$ cat config.mk
export PLATFORM = sky130hd
export DESIGN_NAME = uart_cmd_top
export DESIGN_NICKNAME = d
export VERILOG_FILES = /design/src/verilog/uart_cmd_pkg.sv /design/src/verilog/uart_baud_gen.sv /design/src/verilog/uart_frame_tx.sv /design/src/verilog/uart_frame_rx.sv /design/src/verilog/uart_cmd_ctrl.sv /design/src/verilog/uart_cmd_top.sv
export SDC_FILE = /design/constraint.sdc
export NUM_CORES = 1
export LEC_CHECK = 0
export BUFFER_PORTS_ARGS = -buffer_cell sky130_fd_sc_hd__clkbuf_2
export CORE_UTILIZATION = 45
export DETAILED_ROUTE_END_ITERATION = 8
export GPL_TIMING_DRIVEN = 1
export PLACE_DENSITY = 0.6
export RECOVER_POWER = 25
export SYNTH_ARGS = -nofsm -noshare
export SYNTH_HDL_FRONTEND = slang
export SYNTH_SLANG_ARGS = --single-unit
$ cat constraint.sdc
create_clock -name clk -period 3.1 [get_ports clk]
set_clock_uncertainty 0.2 [all_clocks]
set_input_delay 0.93 -clock clk [delete_from_list [all_inputs] [get_ports clk]]
set_output_delay 0.93 -clock clk [all_outputs]
set_load 0.005 [all_outputs]
$ cat src/verilog/uart_cmd_pkg.sv
package uart_cmd_pkg;

  // frame layout: start, data bits lsb first, even parity, stop.
  localparam int data_bits = 8;
  localparam int frame_bits = 11;

  // write gap and read response wait, counted in bit periods.
  localparam int gap_bits = 2;
  localparam int resp_timeout_bits = 32;

  typedef logic [data_bits-1:0] uart_byte_t;

  typedef logic [6:0] reg_addr_t;

  typedef enum logic
  {
    op_read  = 1'b0,
    op_write = 1'b1
  } cmd_op_e;

  // host command word, op in bit 15.
  typedef struct packed
  {
    cmd_op_e    op;
    reg_addr_t  addr;
    uart_byte_t data;
  } cmd_t;

  typedef enum logic [2:0]
  {
    st_idle,
    st_judge,
    st_send_addr,
    st_gap,
    st_send_data,
    st_wait_resp,
    st_report
  } ctrl_state_e;

endpackage

$ cat src/verilog/uart_baud_gen.sv
`timescale 1ns/10ps

module uart_baud_gen #(
  parameter int clks_per_bit = 434
) (
  input  logic clk,
  input  logic rst_n,
  input  logic en,
  output logic bit_tick,
  output logic half_tick
);

  localparam int cnt_w = $clog2(clks_per_bit);

  logic [cnt_w-1:0] cnt;

  always_ff @(posedge clk or negedge rst_n)
  begin
    if (!rst_n)
    begin
      cnt <= '0;
    end
    else if (!en || bit_tick)
    begin
      cnt <= '0; // restart with each frame.
    end
    else
    begin
      cnt <= cnt + 1'b1;
    end
  end

  assign bit_tick  = en && (cnt == cnt_w'(clks_per_bit - 1));
  assign half_tick = en && (cnt == cnt_w'(clks_per_bit / 2 - 1)); // mid-bit point.

endmodule

$ cat src/verilog/uart_frame_tx.sv
`timescale 1ns/10ps

module uart_frame_tx #(
  parameter int clks_per_bit = 434
) (
  input  logic                   clk,
  input  logic                   rst_n,
  input  logic                   tx_start,
  input  uart_cmd_pkg::uart_byte_t tx_byte,
  output logic                   tx_busy,
  output logic                   tx
);

  logic       bit_tick;
  logic [9:0] shreg; // data, parity, stop.
  logic [3:0] bit_cnt;

  uart_baud_gen #(
    .clks_per_bit (clks_per_bit)
  ) i_baud (
    .clk       (clk),
    .rst_n     (rst_n),
    .en        (tx_busy),
    .bit_tick  (bit_tick),
    .half_tick ()
  );

  always_ff @(posedge clk or negedge rst_n)
  begin
    if (!rst_n)
    begin
      tx_busy <= 1'b0;
      tx      <= 1'b1;
      bit_cnt <= '0;
    end
    else if (!tx_busy)
    begin
      if (tx_start)
      begin
        tx_busy <= 1'b1;
        tx      <= 1'b0; // start bit.
        bit_cnt <= '0;
      end
    end
    else if (bit_tick)
    begin
      tx      <= shreg[0];
      bit_cnt <= bit_cnt + 1'b1;
      if (bit_cnt == 4'(uart_cmd_pkg::frame_bits - 1))
      begin
        tx_busy <= 1'b0; // end of stop bit.
      end
    end
  end

  // payload shifter, ones fill in behind the stop bit.
  always_ff @(posedge clk)
  begin
    if (!tx_busy && tx_start)
    begin
      shreg <= {1'b1, ^tx_byte, tx_byte};
    end
    else if (tx_busy && bit_tick)
    begin
      shreg <= {1'b1, shreg[9:1]};
    end
  end

endmodule

$ cat src/verilog/uart_frame_rx.sv
`timescale 1ns/10ps

module uart_frame_rx #(
  parameter int clks_per_bit = 434
) (
  input  logic                     clk,
  input  logic                     rst_n,
  input  logic                     rx_en,
  input  logic                     rx,
  output logic                     rx_active,
  output logic                     rx_done,
  output logic                     rx_perr,
  output uart_cmd_pkg::uart_byte_t rx_byte
);

  logic [1:0] rx_sync;
  logic       rx_s;
  logic       rx_q;
  logic       half_tick;
  logic [3:0] bit_idx; // 0 start, 1..8 data, 9 parity, 10 stop.
  logic       par_bad;

  assign rx_s = rx_sync[1];

  uart_baud_gen #(
    .clks_per_bit (clks_per_bit)
  ) i_baud (
    .clk       (clk),
    .rst_n     (rst_n),
    .en        (rx_active),
    .bit_tick  (),
    .half_tick (half_tick)
  );

  always_ff @(posedge clk or negedge rst_n)
  begin
    if (!rst_n)
    begin
      rx_sync   <= 2'b11;
      rx_q      <= 1'b1;
      rx_active <= 1'b0;
      rx_done   <= 1'b0;
      rx_perr   <= 1'b0;
      bit_idx   <= '0;
      par_bad   <= 1'b0;
    end
    else
    begin
      rx_sync <= {rx_sync[0], rx};
      rx_q    <= rx_s;
      rx_done <= 1'b0;
      if (!rx_active)
      begin
        if (rx_en && rx_q && !rx_s)
        begin
          rx_active <= 1'b1; // falling edge, maybe a start bit.
          bit_idx   <= '0;
        end
      end
      else if (half_tick)
      begin
        bit_idx <= bit_idx + 1'b1;
        if (bit_idx == '0 && rx_s)
        begin
          rx_active <= 1'b0; // glitch, not a start bit.
        end
        else if (bit_idx == 4'(uart_cmd_pkg::data_bits + 1))
        begin
          par_bad <= (^rx_byte) ^ rx_s;
        end
        else if (bit_idx == 4'(uart_cmd_pkg::frame_bits - 1))
        begin
          rx_active <= 1'b0;
          rx_done   <= 1'b1;
          rx_perr   <= par_bad || !rx_s; // parity or framing error.
        end
      end
    end
  end

  always_ff @(posedge clk)
  begin
    if (rx_active && half_tick && bit_idx != '0 &&
        bit_idx <= 4'(uart_cmd_pkg::data_bits))
    begin
      rx_byte <= {rx_s, rx_byte[7:1]}; // lsb arrives first.
    end
  end

endmodule

$ cat src/verilog/uart_cmd_ctrl.sv
`timescale 1ns/10ps

module uart_cmd_ctrl #(
  parameter int clks_per_bit = 434
) (
  input  logic                     clk,
  input  logic                     rst_n,
  input  uart_cmd_pkg::cmd_t       cmd_in,
  input  logic                     cmd_vld,
  input  logic                     tx_busy,
  input  logic                     rx_active,
  input  logic                     rx_done,
  input  logic                     rx_perr,
  input  uart_cmd_pkg::uart_byte_t rx_byte,
  output logic                     cmd_rdy,
  output logic                     tx_start,
  output logic                     rx_en,
  output logic                     read_rdy,
  output logic                     read_err,
  output uart_cmd_pkg::uart_byte_t tx_byte,
  output uart_cmd_pkg::uart_byte_t read_data
);

  localparam int cw = $clog2(clks_per_bit);
  localparam int bw = $clog2(uart_cmd_pkg::resp_timeout_bits);

  uart_cmd_pkg::ctrl_state_e state;
  uart_cmd_pkg::ctrl_state_e next_state;
  uart_cmd_pkg::cmd_t        cmd_q;
  uart_cmd_pkg::cmd_op_e     op_q;

  logic [cw-1:0] clk_cnt;
  logic [bw-1:0] bit_cnt;
  logic          bit_end;
  logic          counting;
  logic          gap_done;
  logic          resp_timeout;

  assign bit_end  = clk_cnt == cw'(clks_per_bit - 1);
  // timer pauses while a response frame is coming in.
  assign counting = (state == uart_cmd_pkg::st_gap) ||
                    (state == uart_cmd_pkg::st_wait_resp && !rx_active);
  assign gap_done = (state == uart_cmd_pkg::st_gap) && bit_end &&
                    (bit_cnt == bw'(uart_cmd_pkg::gap_bits - 1));
  assign resp_timeout = (state == uart_cmd_pkg::st_wait_resp) && !rx_active && bit_end &&
                        (bit_cnt == bw'(uart_cmd_pkg::resp_timeout_bits - 1));

  assign cmd_rdy  = state == uart_cmd_pkg::st_idle;
  assign rx_en    = state == uart_cmd_pkg::st_wait_resp;
  assign read_rdy = state == uart_cmd_pkg::st_report;
  assign tx_start = (state == uart_cmd_pkg::st_judge) || gap_done;
  assign tx_byte  = (state == uart_cmd_pkg::st_gap) ? cmd_q.data : {cmd_q.op, cmd_q.addr};

  always_comb
  begin
    next_state = state;
    case (state)
      uart_cmd_pkg::st_idle:
        if (cmd_vld)
          next_state = uart_cmd_pkg::st_judge;
      uart_cmd_pkg::st_judge:
        next_state = uart_cmd_pkg::st_send_addr;
      uart_cmd_pkg::st_send_addr:
        if (!tx_busy)
          next_state = (op_q == uart_cmd_pkg::op_write) ? uart_cmd_pkg::st_gap :
                                                          uart_cmd_pkg::st_wait_resp;
      uart_cmd_pkg::st_gap:
        if (gap_done)
          next_state = uart_cmd_pkg::st_send_data;
      uart_cmd_pkg::st_send_data:
        if (!tx_busy)
          next_state = uart_cmd_pkg::st_idle;
      uart_cmd_pkg::st_wait_resp:
        if (rx_done || resp_timeout)
          next_state = uart_cmd_pkg::st_report;
      default:
        next_state = uart_cmd_pkg::st_idle; // report lasts one cycle.
    endcase
  end

  always_ff @(posedge clk or negedge rst_n)
  begin
    if (!rst_n)
    begin
      state   <= uart_cmd_pkg::st_idle;
      op_q    <= uart_cmd_pkg::op_read;
      clk_cnt <= '0;
      bit_cnt <= '0;
    end
    else
    begin
      state <= next_state;
      if (state == uart_cmd_pkg::st_judge)
      begin
        op_q <= cmd_q.op; // decode once.
      end
      if (counting)
      begin
        clk_cnt <= bit_end ? '0 : clk_cnt + 1'b1;
        if (bit_end)
        begin
          bit_cnt <= bit_cnt + 1'b1;
        end
      end
      else if (state != uart_cmd_pkg::st_wait_resp)
      begin
        clk_cnt <= '0;
        bit_cnt <= '0;
      end
    end
  end

  always_ff @(posedge clk)
  begin
    if (cmd_vld && cmd_rdy)
    begin
      cmd_q <= cmd_in;
    end
    if (state == uart_cmd_pkg::st_wait_resp && rx_done)
    begin
      read_data <= rx_byte;
      read_err  <= rx_perr;
    end
    else if (resp_timeout)
    begin
      read_data <= '0; // no answer.
      read_err  <= 1'b1;
    end
  end

endmodule

$ cat src/verilog/uart_cmd_top.sv
`timescale 1ns/10ps

module uart_cmd_top #(
  parameter int clks_per_bit = 434
) (
  input  logic                     clk,
  input  logic                     rst_n,
  input  uart_cmd_pkg::cmd_t       cmd_in,
  input  logic                     cmd_vld,
  input  logic                     rx,
  output logic                     cmd_rdy,
  output logic                     tx,
  output logic                     read_rdy,
  output logic                     read_err,
  output uart_cmd_pkg::uart_byte_t read_data
);

  uart_cmd_pkg::uart_byte_t tx_byte;
  uart_cmd_pkg::uart_byte_t rx_byte;
  logic                     tx_start;
  logic                     tx_busy;
  logic                     rx_en;
  logic                     rx_active;
  logic                     rx_done;
  logic                     rx_perr;

  uart_cmd_ctrl #(
    .clks_per_bit (clks_per_bit)
  ) i_ctrl (
    .clk       (clk),
    .rst_n     (rst_n),
    .cmd_in    (cmd_in),
    .cmd_vld   (cmd_vld),
    .tx_busy   (tx_busy),
    .rx_active (rx_active),
    .rx_done   (rx_done),
    .rx_perr   (rx_perr),
    .rx_byte   (rx_byte),
    .cmd_rdy   (cmd_rdy),
    .tx_start  (tx_start),
    .rx_en     (rx_en),
    .read_rdy  (read_rdy),
    .read_err  (read_err),
    .tx_byte   (tx_byte),
    .read_data (read_data)
  );

  uart_frame_tx #(
    .clks_per_bit (clks_per_bit)
  ) i_tx (
    .clk      (clk),
    .rst_n    (rst_n),
    .tx_start (tx_start),
    .tx_byte  (tx_byte),
    .tx_busy  (tx_busy),
    .tx       (tx)
  );

  uart_frame_rx #(
    .clks_per_bit (clks_per_bit)
  ) i_rx (
    .clk       (clk),
    .rst_n     (rst_n),
    .rx_en     (rx_en),
    .rx        (rx),
    .rx_active (rx_active),
    .rx_done   (rx_done),
    .rx_perr   (rx_perr),
    .rx_byte   (rx_byte)
  );

endmodule

==> flow_summary.yaml, run 1 <==
run:
  drv_cap: 0
clock_network:
  clk_latency_ps: 350
  postCtsSetupBuffers: 0
  htreeDepth: 3
  clock_tree.root_cell: "clkbuf_8"
  path_clk_slew_ps: 90
  cts_hold_buf: 0
  tritoncts: "done"
  cts_inserted_buffers: 9
  clock-sinks: 95
  clk_path_buf_depth: 2
  ctsResizeCount: 0
detailed_routing:
  via_count: 2741
  drt_first_pass_iters: 4
  routed_via_density: 5.00
  antenna_left: 0
  routed_wl_um: 6960
  drc: 0
  wire_per_inst_um: 12.7
  drtIter0Drc: 77
floorplan:
  core_um2: 9420
  initial_core_util: 0.472
  die_w_um: 101
  die_y_um: 101
  io_pins: 32
  die_area_um2: 10300
  rows: 35
setup_path:
  rrSetupSlack_ps: 770
  path_delay_family: "flip-flops"
  reg2reg_from: "i_ctrl.bit_cnt[1]"
  worst_path_max_delay_cell: "dfrtp_1"
  worst_setup_path_end_kind: "output port"
  required_ps: 1970
  worst_path_largest_cell_delay_ps: 530
  r2r-end: "i_tx.shreg[4]"
  crit_path_start_kind: "flop"
  worstPathCellList: "inv_1 > and3_1 > clkbuf_2"
  critical_path_buf_inv_count: 2
  reg2reg_depth: 6
  arrival_ps: 1370
  crit_fanout: 11
  crit_type: "flop to output port"
timing:
  slew_headroom: 0.131
  finalCriticalPeriod_ps: 2500
  timing.final.crit_share: 0.807
  hold_viol_final: 0
  rsz0062_at_grt: "false"
  fin_tns_setup_ps: 0
  fmax_ghz: 0.400
  tightest_slew_ps: 1300
  final_max_slew_viol_count: 0
  setup_viol: 0
run_status:
  outcome: "finished clean"
logic_synthesis:
  ys.flop_type: "dfrtp_1"
  async_reset_ff_frac: 0.558
  yosysUniqueCellTypes: 47
  netlist.area_leader.share: 0.284
  synth_warnings: 0
  synth.avg_cell_area_um2: 11.7
  synth.area.top_cells: "edfxtp_1 (28%), dfrtp_1 (28%), xnor2_1 (6.7%)"
  syn_area_um2: 4440
  ys_seq_area_frac: 0.584
  yosysTopAreaCell: "edfxtp_1"
  synthCells: 379
  synth_nets: 415
  ys_seq_elements: 95
  synth_edf_count: 42
cells_and_area:
  drive_gt1_frac: 0.141
  antenna_cells: 0
  final_common_cell: "dfrtp_1"
  mostFrequentLayoutCells: "dfrtp_1 (49), edfxtp_1 (42), xnor2_1 (34)"
  syn2layout_area_growth_pct: 11.5
  nets: 450
  final_area_um2: 4950
global_route:
  grt_max_degree: 54
  antenna_found_initial: 0
  grt_first_pass_wirelength_um: 12100
  grt_pass1_vias: 2639
  grt.overflow.total: 0
  grtUsageTotal: 0.151
worst_hold_path:
  min_path_type: "flop to flop"
  min_to: "i_rx.rx_sync[1]"
  whs_path_depth: 0
  min_from: "i_rx.rx_sync[0]"
pwr:
  peakVddDrop_mv: 0.272
  leakage_nw: 2.14
  p_per_area_nw_per_um2: 454
place:
  dp_hpwl_um: 4990
  gp_congestion: 0.799
  dpl_cell_area_um2: 4730
  portBuffers: 31
registers in the layout (all words and copies together), names as in the netlist:
signal	count
i_ctrl.cmd_q	16
i_ctrl.clk_cnt	9
i_rx.i_baud.cnt	9
i_tx.i_baud.cnt	9
i_tx.shreg	9
i_ctrl.read_data	8
i_rx.rx_byte	8
i_ctrl.bit_cnt	5
i_rx.bit_idx	4
i_tx.bit_cnt	4
i_ctrl.state	3
i_rx.rx_sync	2
i_ctrl.op_q	1
i_ctrl.read_err	1
i_rx.par_bad	1
i_rx.rx_active	1
i_rx.rx_done	1
i_rx.rx_perr	1
i_rx.rx_q	1
i_tx.tx	1
i_tx.tx_busy	1
synthesized netlist by cell type (2+ instances only):
cell,instances
nand3b_1,4
edfxtp_1,42
o21ai_0,27
buf_2,3
ha_1,16
nand4_1,4
nand3_1,19
inv_1,16
a21boi_0,2
clkbuf_1,5
and2_1,10
dfstp_2,4
o31ai_1,2
xnor2_1,34
a21o_1,7
nor2b_1,2
nor3_1,3
or3_1,3
xor2_1,9
nor3b_1,7
nand2b_1,3
mux2i_1,10
and3_1,14
nor2_1,30
nand2_1,30
a21oi_1,4
dfrtp_1,49
metrics by stage:
step	setup slack [ps]	hold WS (ps)	power, mW	cells	util
5_1_grt	482	173	2.34	548	0.526
3_3_place_gp	811	147	1.37	532	0.502
3_5_place_dp	751	149	1.37	532	0.502
4_1_cts	567	162	2.29	548	0.526
2_1_floorplan	863	145	1.34	379	-
6_report	598	165	2.25	548	0.526
final cells by class:
type                            count  area, µm²
Clock buffer                       10        138
Clock inverter                      6       90.1
Fill cell                         822       4460
Inverter                           16       60.1
Multi-Input combinational cell    259       1740
Sequential cell                    95       2590
Tap cell                          129        161
Timing Repair Buffer               33        168
kinds of logic (layout without fill, tap and decap cells):
kind of cell,after synthesis,after routing,share of synthesized area
adders and majority gates,16,16,0.0451
xor gates and xnor gates,43,43,0.0848
and+or+nand+nor,139,139,0.169
AOI/OAI and AO/OA,50,50,0.0685
muxes,11,11,0.0251
buffers and inverters,25,65,0.0237
DFF,95,95,0.584
worst register-to-register path, cell delays in order (launching register included):
cell and delay (ps):
dfrtp_1 420, inv_1 70, ha_1 140, nor4b_1 270, nand3_1 170, a211o_1 420
nand2_1 320
worst max-delay path by stage:
stage / from / to / slack (ps) / cells after the start
floorplan: i_ctrl.bit_cnt[1] / i_tx.shreg[0] / 860 / 7
global placement: i_ctrl.bit_cnt[1] / i_tx.shreg[5] / 810 / 6
detailed placement: i_ctrl.bit_cnt[1] / i_tx.shreg[4] / 750 / 6
CTS: i_ctrl.state[1] / cmd_rdy / 570 / 2
global route: i_ctrl.state[1] / cmd_rdy / 480 / 2
finish: i_ctrl.state[0] / read_rdy / 600 / 3
report_power, final:
| part | internal [mW] | switching, mW | total (mW) |
|---|---|---|---|
| Clock | 0.481 | 0.427 | 0.908 |
| Combinational | 0.0101 | 0.0167 | 0.0268 |
| Sequential | 1.31 | 0.00178 | 1.31 |
| Total | 1.80 | 0.445 | 2.25 |
per-layer routing:
layer,vias up,wire [µm],global-route usage
li1,1396,-,-
met1,1302,3340,0.191
met2,36,3390,0.253
met3,7,157,0.0421
met4,0,73,0.0479
met5,-,0,0
No activity file was read; power rests on OpenSTA's default activity.
==> run 2: changes to the inputs <==
==> constraint.sdc (replaced) <==
create_clock -name clk -period 2.5 [get_ports clk]
set_clock_uncertainty 0.2 [all_clocks]
set_input_delay 0.75 -clock clk [delete_from_list [all_inputs] [get_ports clk]]
set_output_delay 0.75 -clock clk [all_outputs]
set_load 0.005 [all_outputs]
==> flow_summary.yaml, run 2 (synthesized netlist as in run 1, its figures left out) <==
place:
  gp_congestion: 0.749
  portBuffers: 31
  dp_hpwl_um: 5070
  dp_cells: 536
  dp_worst_setup_slack_ps: 255
  dpl_cell_area_um2: 4770
timing:
  hold_slack_ps: 163
  tightest_slew_ps: 1310
  timing.final.crit_share: 0.950
  setup_ws_ps: 124
  finalCriticalPeriod_ps: 2380
  setup_viol: 0
  rsz0062_at_grt: "false"
  fin_tns_setup_ps: 0
  final_max_slew_viol_count: 0
  slew_headroom: 0.123
  hold_viol_final: 0
  fmax_ghz: 0.421
clock_network:
  clock_tree.root_cell: "clkbuf_8"
  htreeDepth: 3
  ctsResizeCount: 0
  cts_inserted_buffers: 9
  cts_hold_buf: 0
  tritoncts: "done"
  clk_latency_ps: 360
  path_clk_slew_ps: 90
  postCtsSetupBuffers: 0
  clk_path_buf_depth: 2
  clock-sinks: 95
cells_and_area:
  stdcell_count: 552
  final_common_cell: "dfrtp_1"
  final_area_um2: 4940
  antenna_cells: 0
  largest_register_ffs: 16
  final.fill_count: 870
  mostFrequentLayoutCells: "dfrtp_1 (49), edfxtp_1 (42), xnor2_1 (34)"
  regMostFlops: "i_ctrl.cmd_q"
  syn2layout_area_growth_pct: 11.1
  nets: 454
  drive_gt1_frac: 0.151
pwr:
  leakage_nw: 2.14
  p_per_area_nw_per_um2: 525
  peakVddDrop_mv: 0.321
detailed_routing:
  routed_wl_um: 7180
  antenna_left: 0
  drc: 0
  routed_via_density: 5.02
  drtIter0Drc: 105
  via_count: 2770
  drt_first_pass_iters: 4
  wire_per_inst_um: 13.0
setup_path:
  arrival_ps: 1430
  crit_path_start_kind: "flop"
  worst_path_largest_cell_delay_ps: 560
  path_delay_family: "flip-flops"
  worst_setup_path_end_kind: "output port"
  critical_path_buf_inv_count: 2
  rrSetupSlack_ps: 280
  required_ps: 1550
  crit_type: "flop to output port"
  worst_path_max_delay_cell: "dfrtp_1"
  worstPathCellList: "inv_1 > and3_1 > clkbuf_2"
  crit_fanout: 11
floorplan:
  initial_core_util: 0.472
  die_y_um: 101
  die_area_um2: 10300
  io_pins: 32
  rows: 35
  core_um2: 9420
  die_w_um: 101
worst_hold_path:
  min_path_type: "flop to flop"
global_route:
  grt_first_pass_wirelength_um: 12600
  grtUsageTotal: 0.159
  grt.overflow.total: 0
  grt_max_degree: 54
  grt_pass1_vias: 2773
  antenna_found_initial: 0
run:
  drv_cap: 0
run_status:
  outcome: "finished clean"
[run 2: changes by cell type in the layout (fill, tap and decap cells not counted)]
cell / delta
buf_4: +4
bufinv_16: -2
clkinv_2: +1
clkinvlp_4: +1
dfstp_1: -1
dfstp_2: +1
[run 2: path summary, 6_finish.rpt]
check	start	end	depth (start not counted)
max in group asynchronous	rst_n	i_ctrl.clk_cnt[5]	2
setup reg to reg	i_ctrl.bit_cnt[1]	i_tx.shreg[0]	8
hold reg to reg	i_rx.rx_sync[0]	i_rx.rx_sync[1]	0
setup / recovery	i_ctrl.state[0]	read_rdy	3
hold / removal	i_rx.rx_sync[0]	i_rx.rx_sync[1]	0
min in group asynchronous	rst_n	i_rx.i_baud.cnt[7]	2
[run 2: metal layers]
layer | up-vias | track usage | routed length, µm
met5 | - | 0 | 0
met4 | 0 | 0.0468 | 79
met3 | 8 | 0.0504 | 223
met2 | 32 | 0.267 | 3490
met1 | 1330 | 0.198 | 3390
li1 | 1400 | - | -
[run 2: stage by stage]
| stage | utilization | total power, mW |
|---|---|---|
| finish | 0.524 | 2.59 |
| global route | 0.524 | 2.70 |
| CTS | 0.526 | 2.63 |
| detailed placement | 0.507 | 1.70 |
| global placement | 0.507 | 1.70 |
| floorplan | - | 1.66 |
[run 2: worst register-to-register path, stage by stage (launching register included)]
cell	delay, ps
dfrtp_1	420
inv_1	80
ha_1	140
nor4b_1	270
nand3_1	170
a211o_1	330
buf_4	200
nand2_1	80
o21ai_0	80
[run 2: power by group]
group	total [mW]	switching (mW)	leakage, nW	internal (mW)
Sequential	1.63	0.00229	1.07	1.63
Combinational	0.0331	0.0206	0.983	0.0125
Clock	0.928	0.536	0.0891	0.392
Total	2.59	0.559	2.14	2.03
[run 2: layout make-up]
type                            count  area [µm²]  area share
Sequential cell                    95        2590       0.525
Multi-Input combinational cell    259        1740       0.353
Timing Repair Buffer               37         198      0.0401
Tap cell                          129         161      0.0327
Clock buffer                       10         138      0.0279
Inverter                           16        60.1      0.0122
Clock inverter                      6        42.5     0.00862
==> run 3: changes to the inputs <==
--- a/config.mk
+++ b/config.mk
@@ -6,10 +6,11 @@
 export NUM_CORES = 1
 export LEC_CHECK = 0
 export BUFFER_PORTS_ARGS = -buffer_cell sky130_fd_sc_hd__clkbuf_2
-export CORE_UTILIZATION = 45
+export CORE_UTILIZATION = 31
+export CTS_CLUSTER_SIZE = 12
 export DETAILED_ROUTE_END_ITERATION = 8
 export GPL_TIMING_DRIVEN = 1
-export PLACE_DENSITY = 0.6
+export PLACE_DENSITY = 0.45
 export RECOVER_POWER = 25
 export SYNTH_ARGS = -nofsm -noshare
 export SYNTH_HDL_FRONTEND = slang
==> flow_summary.yaml, run 3 (synthesized netlist as in run 1, its figures left out) <==
detailed_routing:
  antenna_left: 0
  drc: 0
  drtIter0Drc: 104
  drt_first_pass_iters: 4
  wire_per_inst_um: 12.8
  routed_via_density: 4.59
  via_count: 2770
  routed_wl_um: 7700
worst_hold_path:
  min_to: "i_rx.rx_sync[1]"
  min_from: "i_rx.rx_sync[0]"
  whs_path_depth: 0
  min_path_type: "flop to flop"
place:
  dp_hpwl_um: 5350
  dpl_cell_area_um2: 4830
  gp_congestion: 0.763
  portBuffers: 31
  dp_worst_setup_slack_ps: 232
setup_path:
  rrSetupSlack_ps: 270
  worst_path_largest_cell_delay_ps: 510
  worstPathCellList: "nor3_1 > clkbuf_2"
  reg2reg_depth: 6
  crit_type: "flop to output port"
  worst_setup_path_end_kind: "output port"
  crit_fanout: 11
  crit_path_start_kind: "flop"
  arrival_ps: 1450
  reg2reg_from: "i_ctrl.bit_cnt[1]"
  cp-startpoint: "i_ctrl.state[1]"
  r2r-end: "i_tx.shreg[0]"
  required_ps: 1550
  worst_path_max_delay_cell: "dfrtp_1"
clock_network:
  path_clk_slew_ps: 70
  ctsResizeCount: 0
  clock_tree.root_cell: "clkbuf_16"
  cts_inserted_buffers: 9
  postCtsSetupBuffers: 0
  clk_latency_ps: 340
  tritoncts: "done"
  clk_path_buf_depth: 2
  clock-sinks: 95
  htreeDepth: 3
  cts_hold_buf: 0
timing:
  final_max_slew_viol_count: 0
  fin_tns_setup_ps: 0
  slew_headroom: 0.100
  rsz0062_at_grt: "false"
  hold_viol_final: 0
  timing.final.crit_share: 0.960
  setup_ws_ps: 100
  setup_viol: 0
  tightest_slew_ps: 1350
  fmax_ghz: 0.417
  finalCriticalPeriod_ps: 2400
cells_and_area:
  utilization: 0.368
  seqCellArea_um2: 2590
  regMostFlops: "i_ctrl.cmd_q"
  largest_register_ffs: 16
  nets: 454
  drive_gt1_frac: 0.147
  mostFrequentLayoutCells: "dfrtp_1 (49), edfxtp_1 (42), xnor2_1 (34)"
  final.fill_count: 1386
  antenna_cells: 0
  syn2layout_area_growth_pct: 15.5
  multi_input_area_um2: 1740
  final_area_um2: 5130
  final_common_cell: "dfrtp_1"
pwr:
  netSwitchingPower_uw: 593
  clkPwrFrac: 0.456
  switching_share: 0.194
  p_per_area_nw_per_um2: 597
  leakage_nw: 2.20
  internal_power_mw: 2.47
  peakVddDrop_mv: 0.464
  p_comb_frac: 0.011
  pwr-share-seq: 0.533
floorplan:
  core_um2: 13900
  io_pins: 32
  rows: 43
  die_w_um: 122
  die_area_um2: 14800
  initial_core_util: 0.319
  die_y_um: 122
global_route:
  antenna_found_initial: 0
  grt.overflow.total: 0
  grt_max_degree: 54
  grt_first_pass_wirelength_um: 13300
  grt_pass1_vias: 2765
  grtUsageTotal: 0.117
run_status:
  outcome: "finished clean"
run:
  drv_cap: 0
[run 3: changes by cell type in the layout (fill, tap and decap cells not counted)]
cell and change:
clkbuf_8 -8, clkinv_1 +1, inv_6 -2, clkinvlp_4 -2
dfstp_2 -1, clkinv_2 -1, bufinv_16 +1, clkbuf_16 +9
clkinv_4 +2, dfstp_1 +1
[run 3: worst max-delay path, delay by kind of cell, from the launching register on]
family                 cells  cell delay (ps)
DFF                        1              510
buffers and inverters      1              190
and+or+nand+nor            1              410
[run 3: worst max-delay path by stage]
stage               slack [ps]            end  cells past startpoint
floorplan                  260  i_tx.shreg[0]                      7
global placement           260  i_tx.shreg[5]                      6
detailed placement         230  i_tx.shreg[8]                      6
CTS                         80        cmd_rdy                      2
global route                 6        cmd_rdy                      2
finish                     100        cmd_rdy                      2
[run 3: stage by stage]
| stage | hold WS [ps] | instances | power (mW) |
|---|---|---|---|
| floorplan | 145 | 379 | 1.66 |
| global placement | 150 | 587 | 1.70 |
| detailed placement | 153 | 587 | 1.70 |
| CTS | 165 | 603 | 3.14 |
| global route | 175 | 603 | 3.18 |
| finish | 171 | 603 | 3.06 |
[run 3: layer usage]
| layer | vias to the layer above | track usage | share of wire |
|---|---|---|---|
| met1 | 1324 | 0.143 | 0.48 |
| met4 | 0 | 0.0463 | 0.016 |
| li1 | 1402 | - | - |
| met2 | 35 | 0.192 | 0.48 |
| met3 | 9 | 0.0351 | 0.031 |
| met5 | - | 0 | 0 |
[run 3: power groups by stage]
stage | Clock (mW) | Combinational, mW | Sequential, mW
2_1_floorplan | 0 | 0.00252 | 1.66
3_3_place_gp | 0 | 0.0385 | 1.66
3_5_place_dp | 0 | 0.0399 | 1.66
4_1_cts | 1.47 | 0.0402 | 1.63
5_1_grt | 1.51 | 0.0403 | 1.63
6_report | 1.40 | 0.0340 | 1.63
[run 3: final cells by class]
class                      instances  area share
multi-input combinational        259       0.340
clock inverter                     5      0.0110
clock buffer                      11      0.0493
inverter                          16      0.0117
tap                              180      0.0439
timing repair buffer              37      0.0385
sequential                        95       0.505
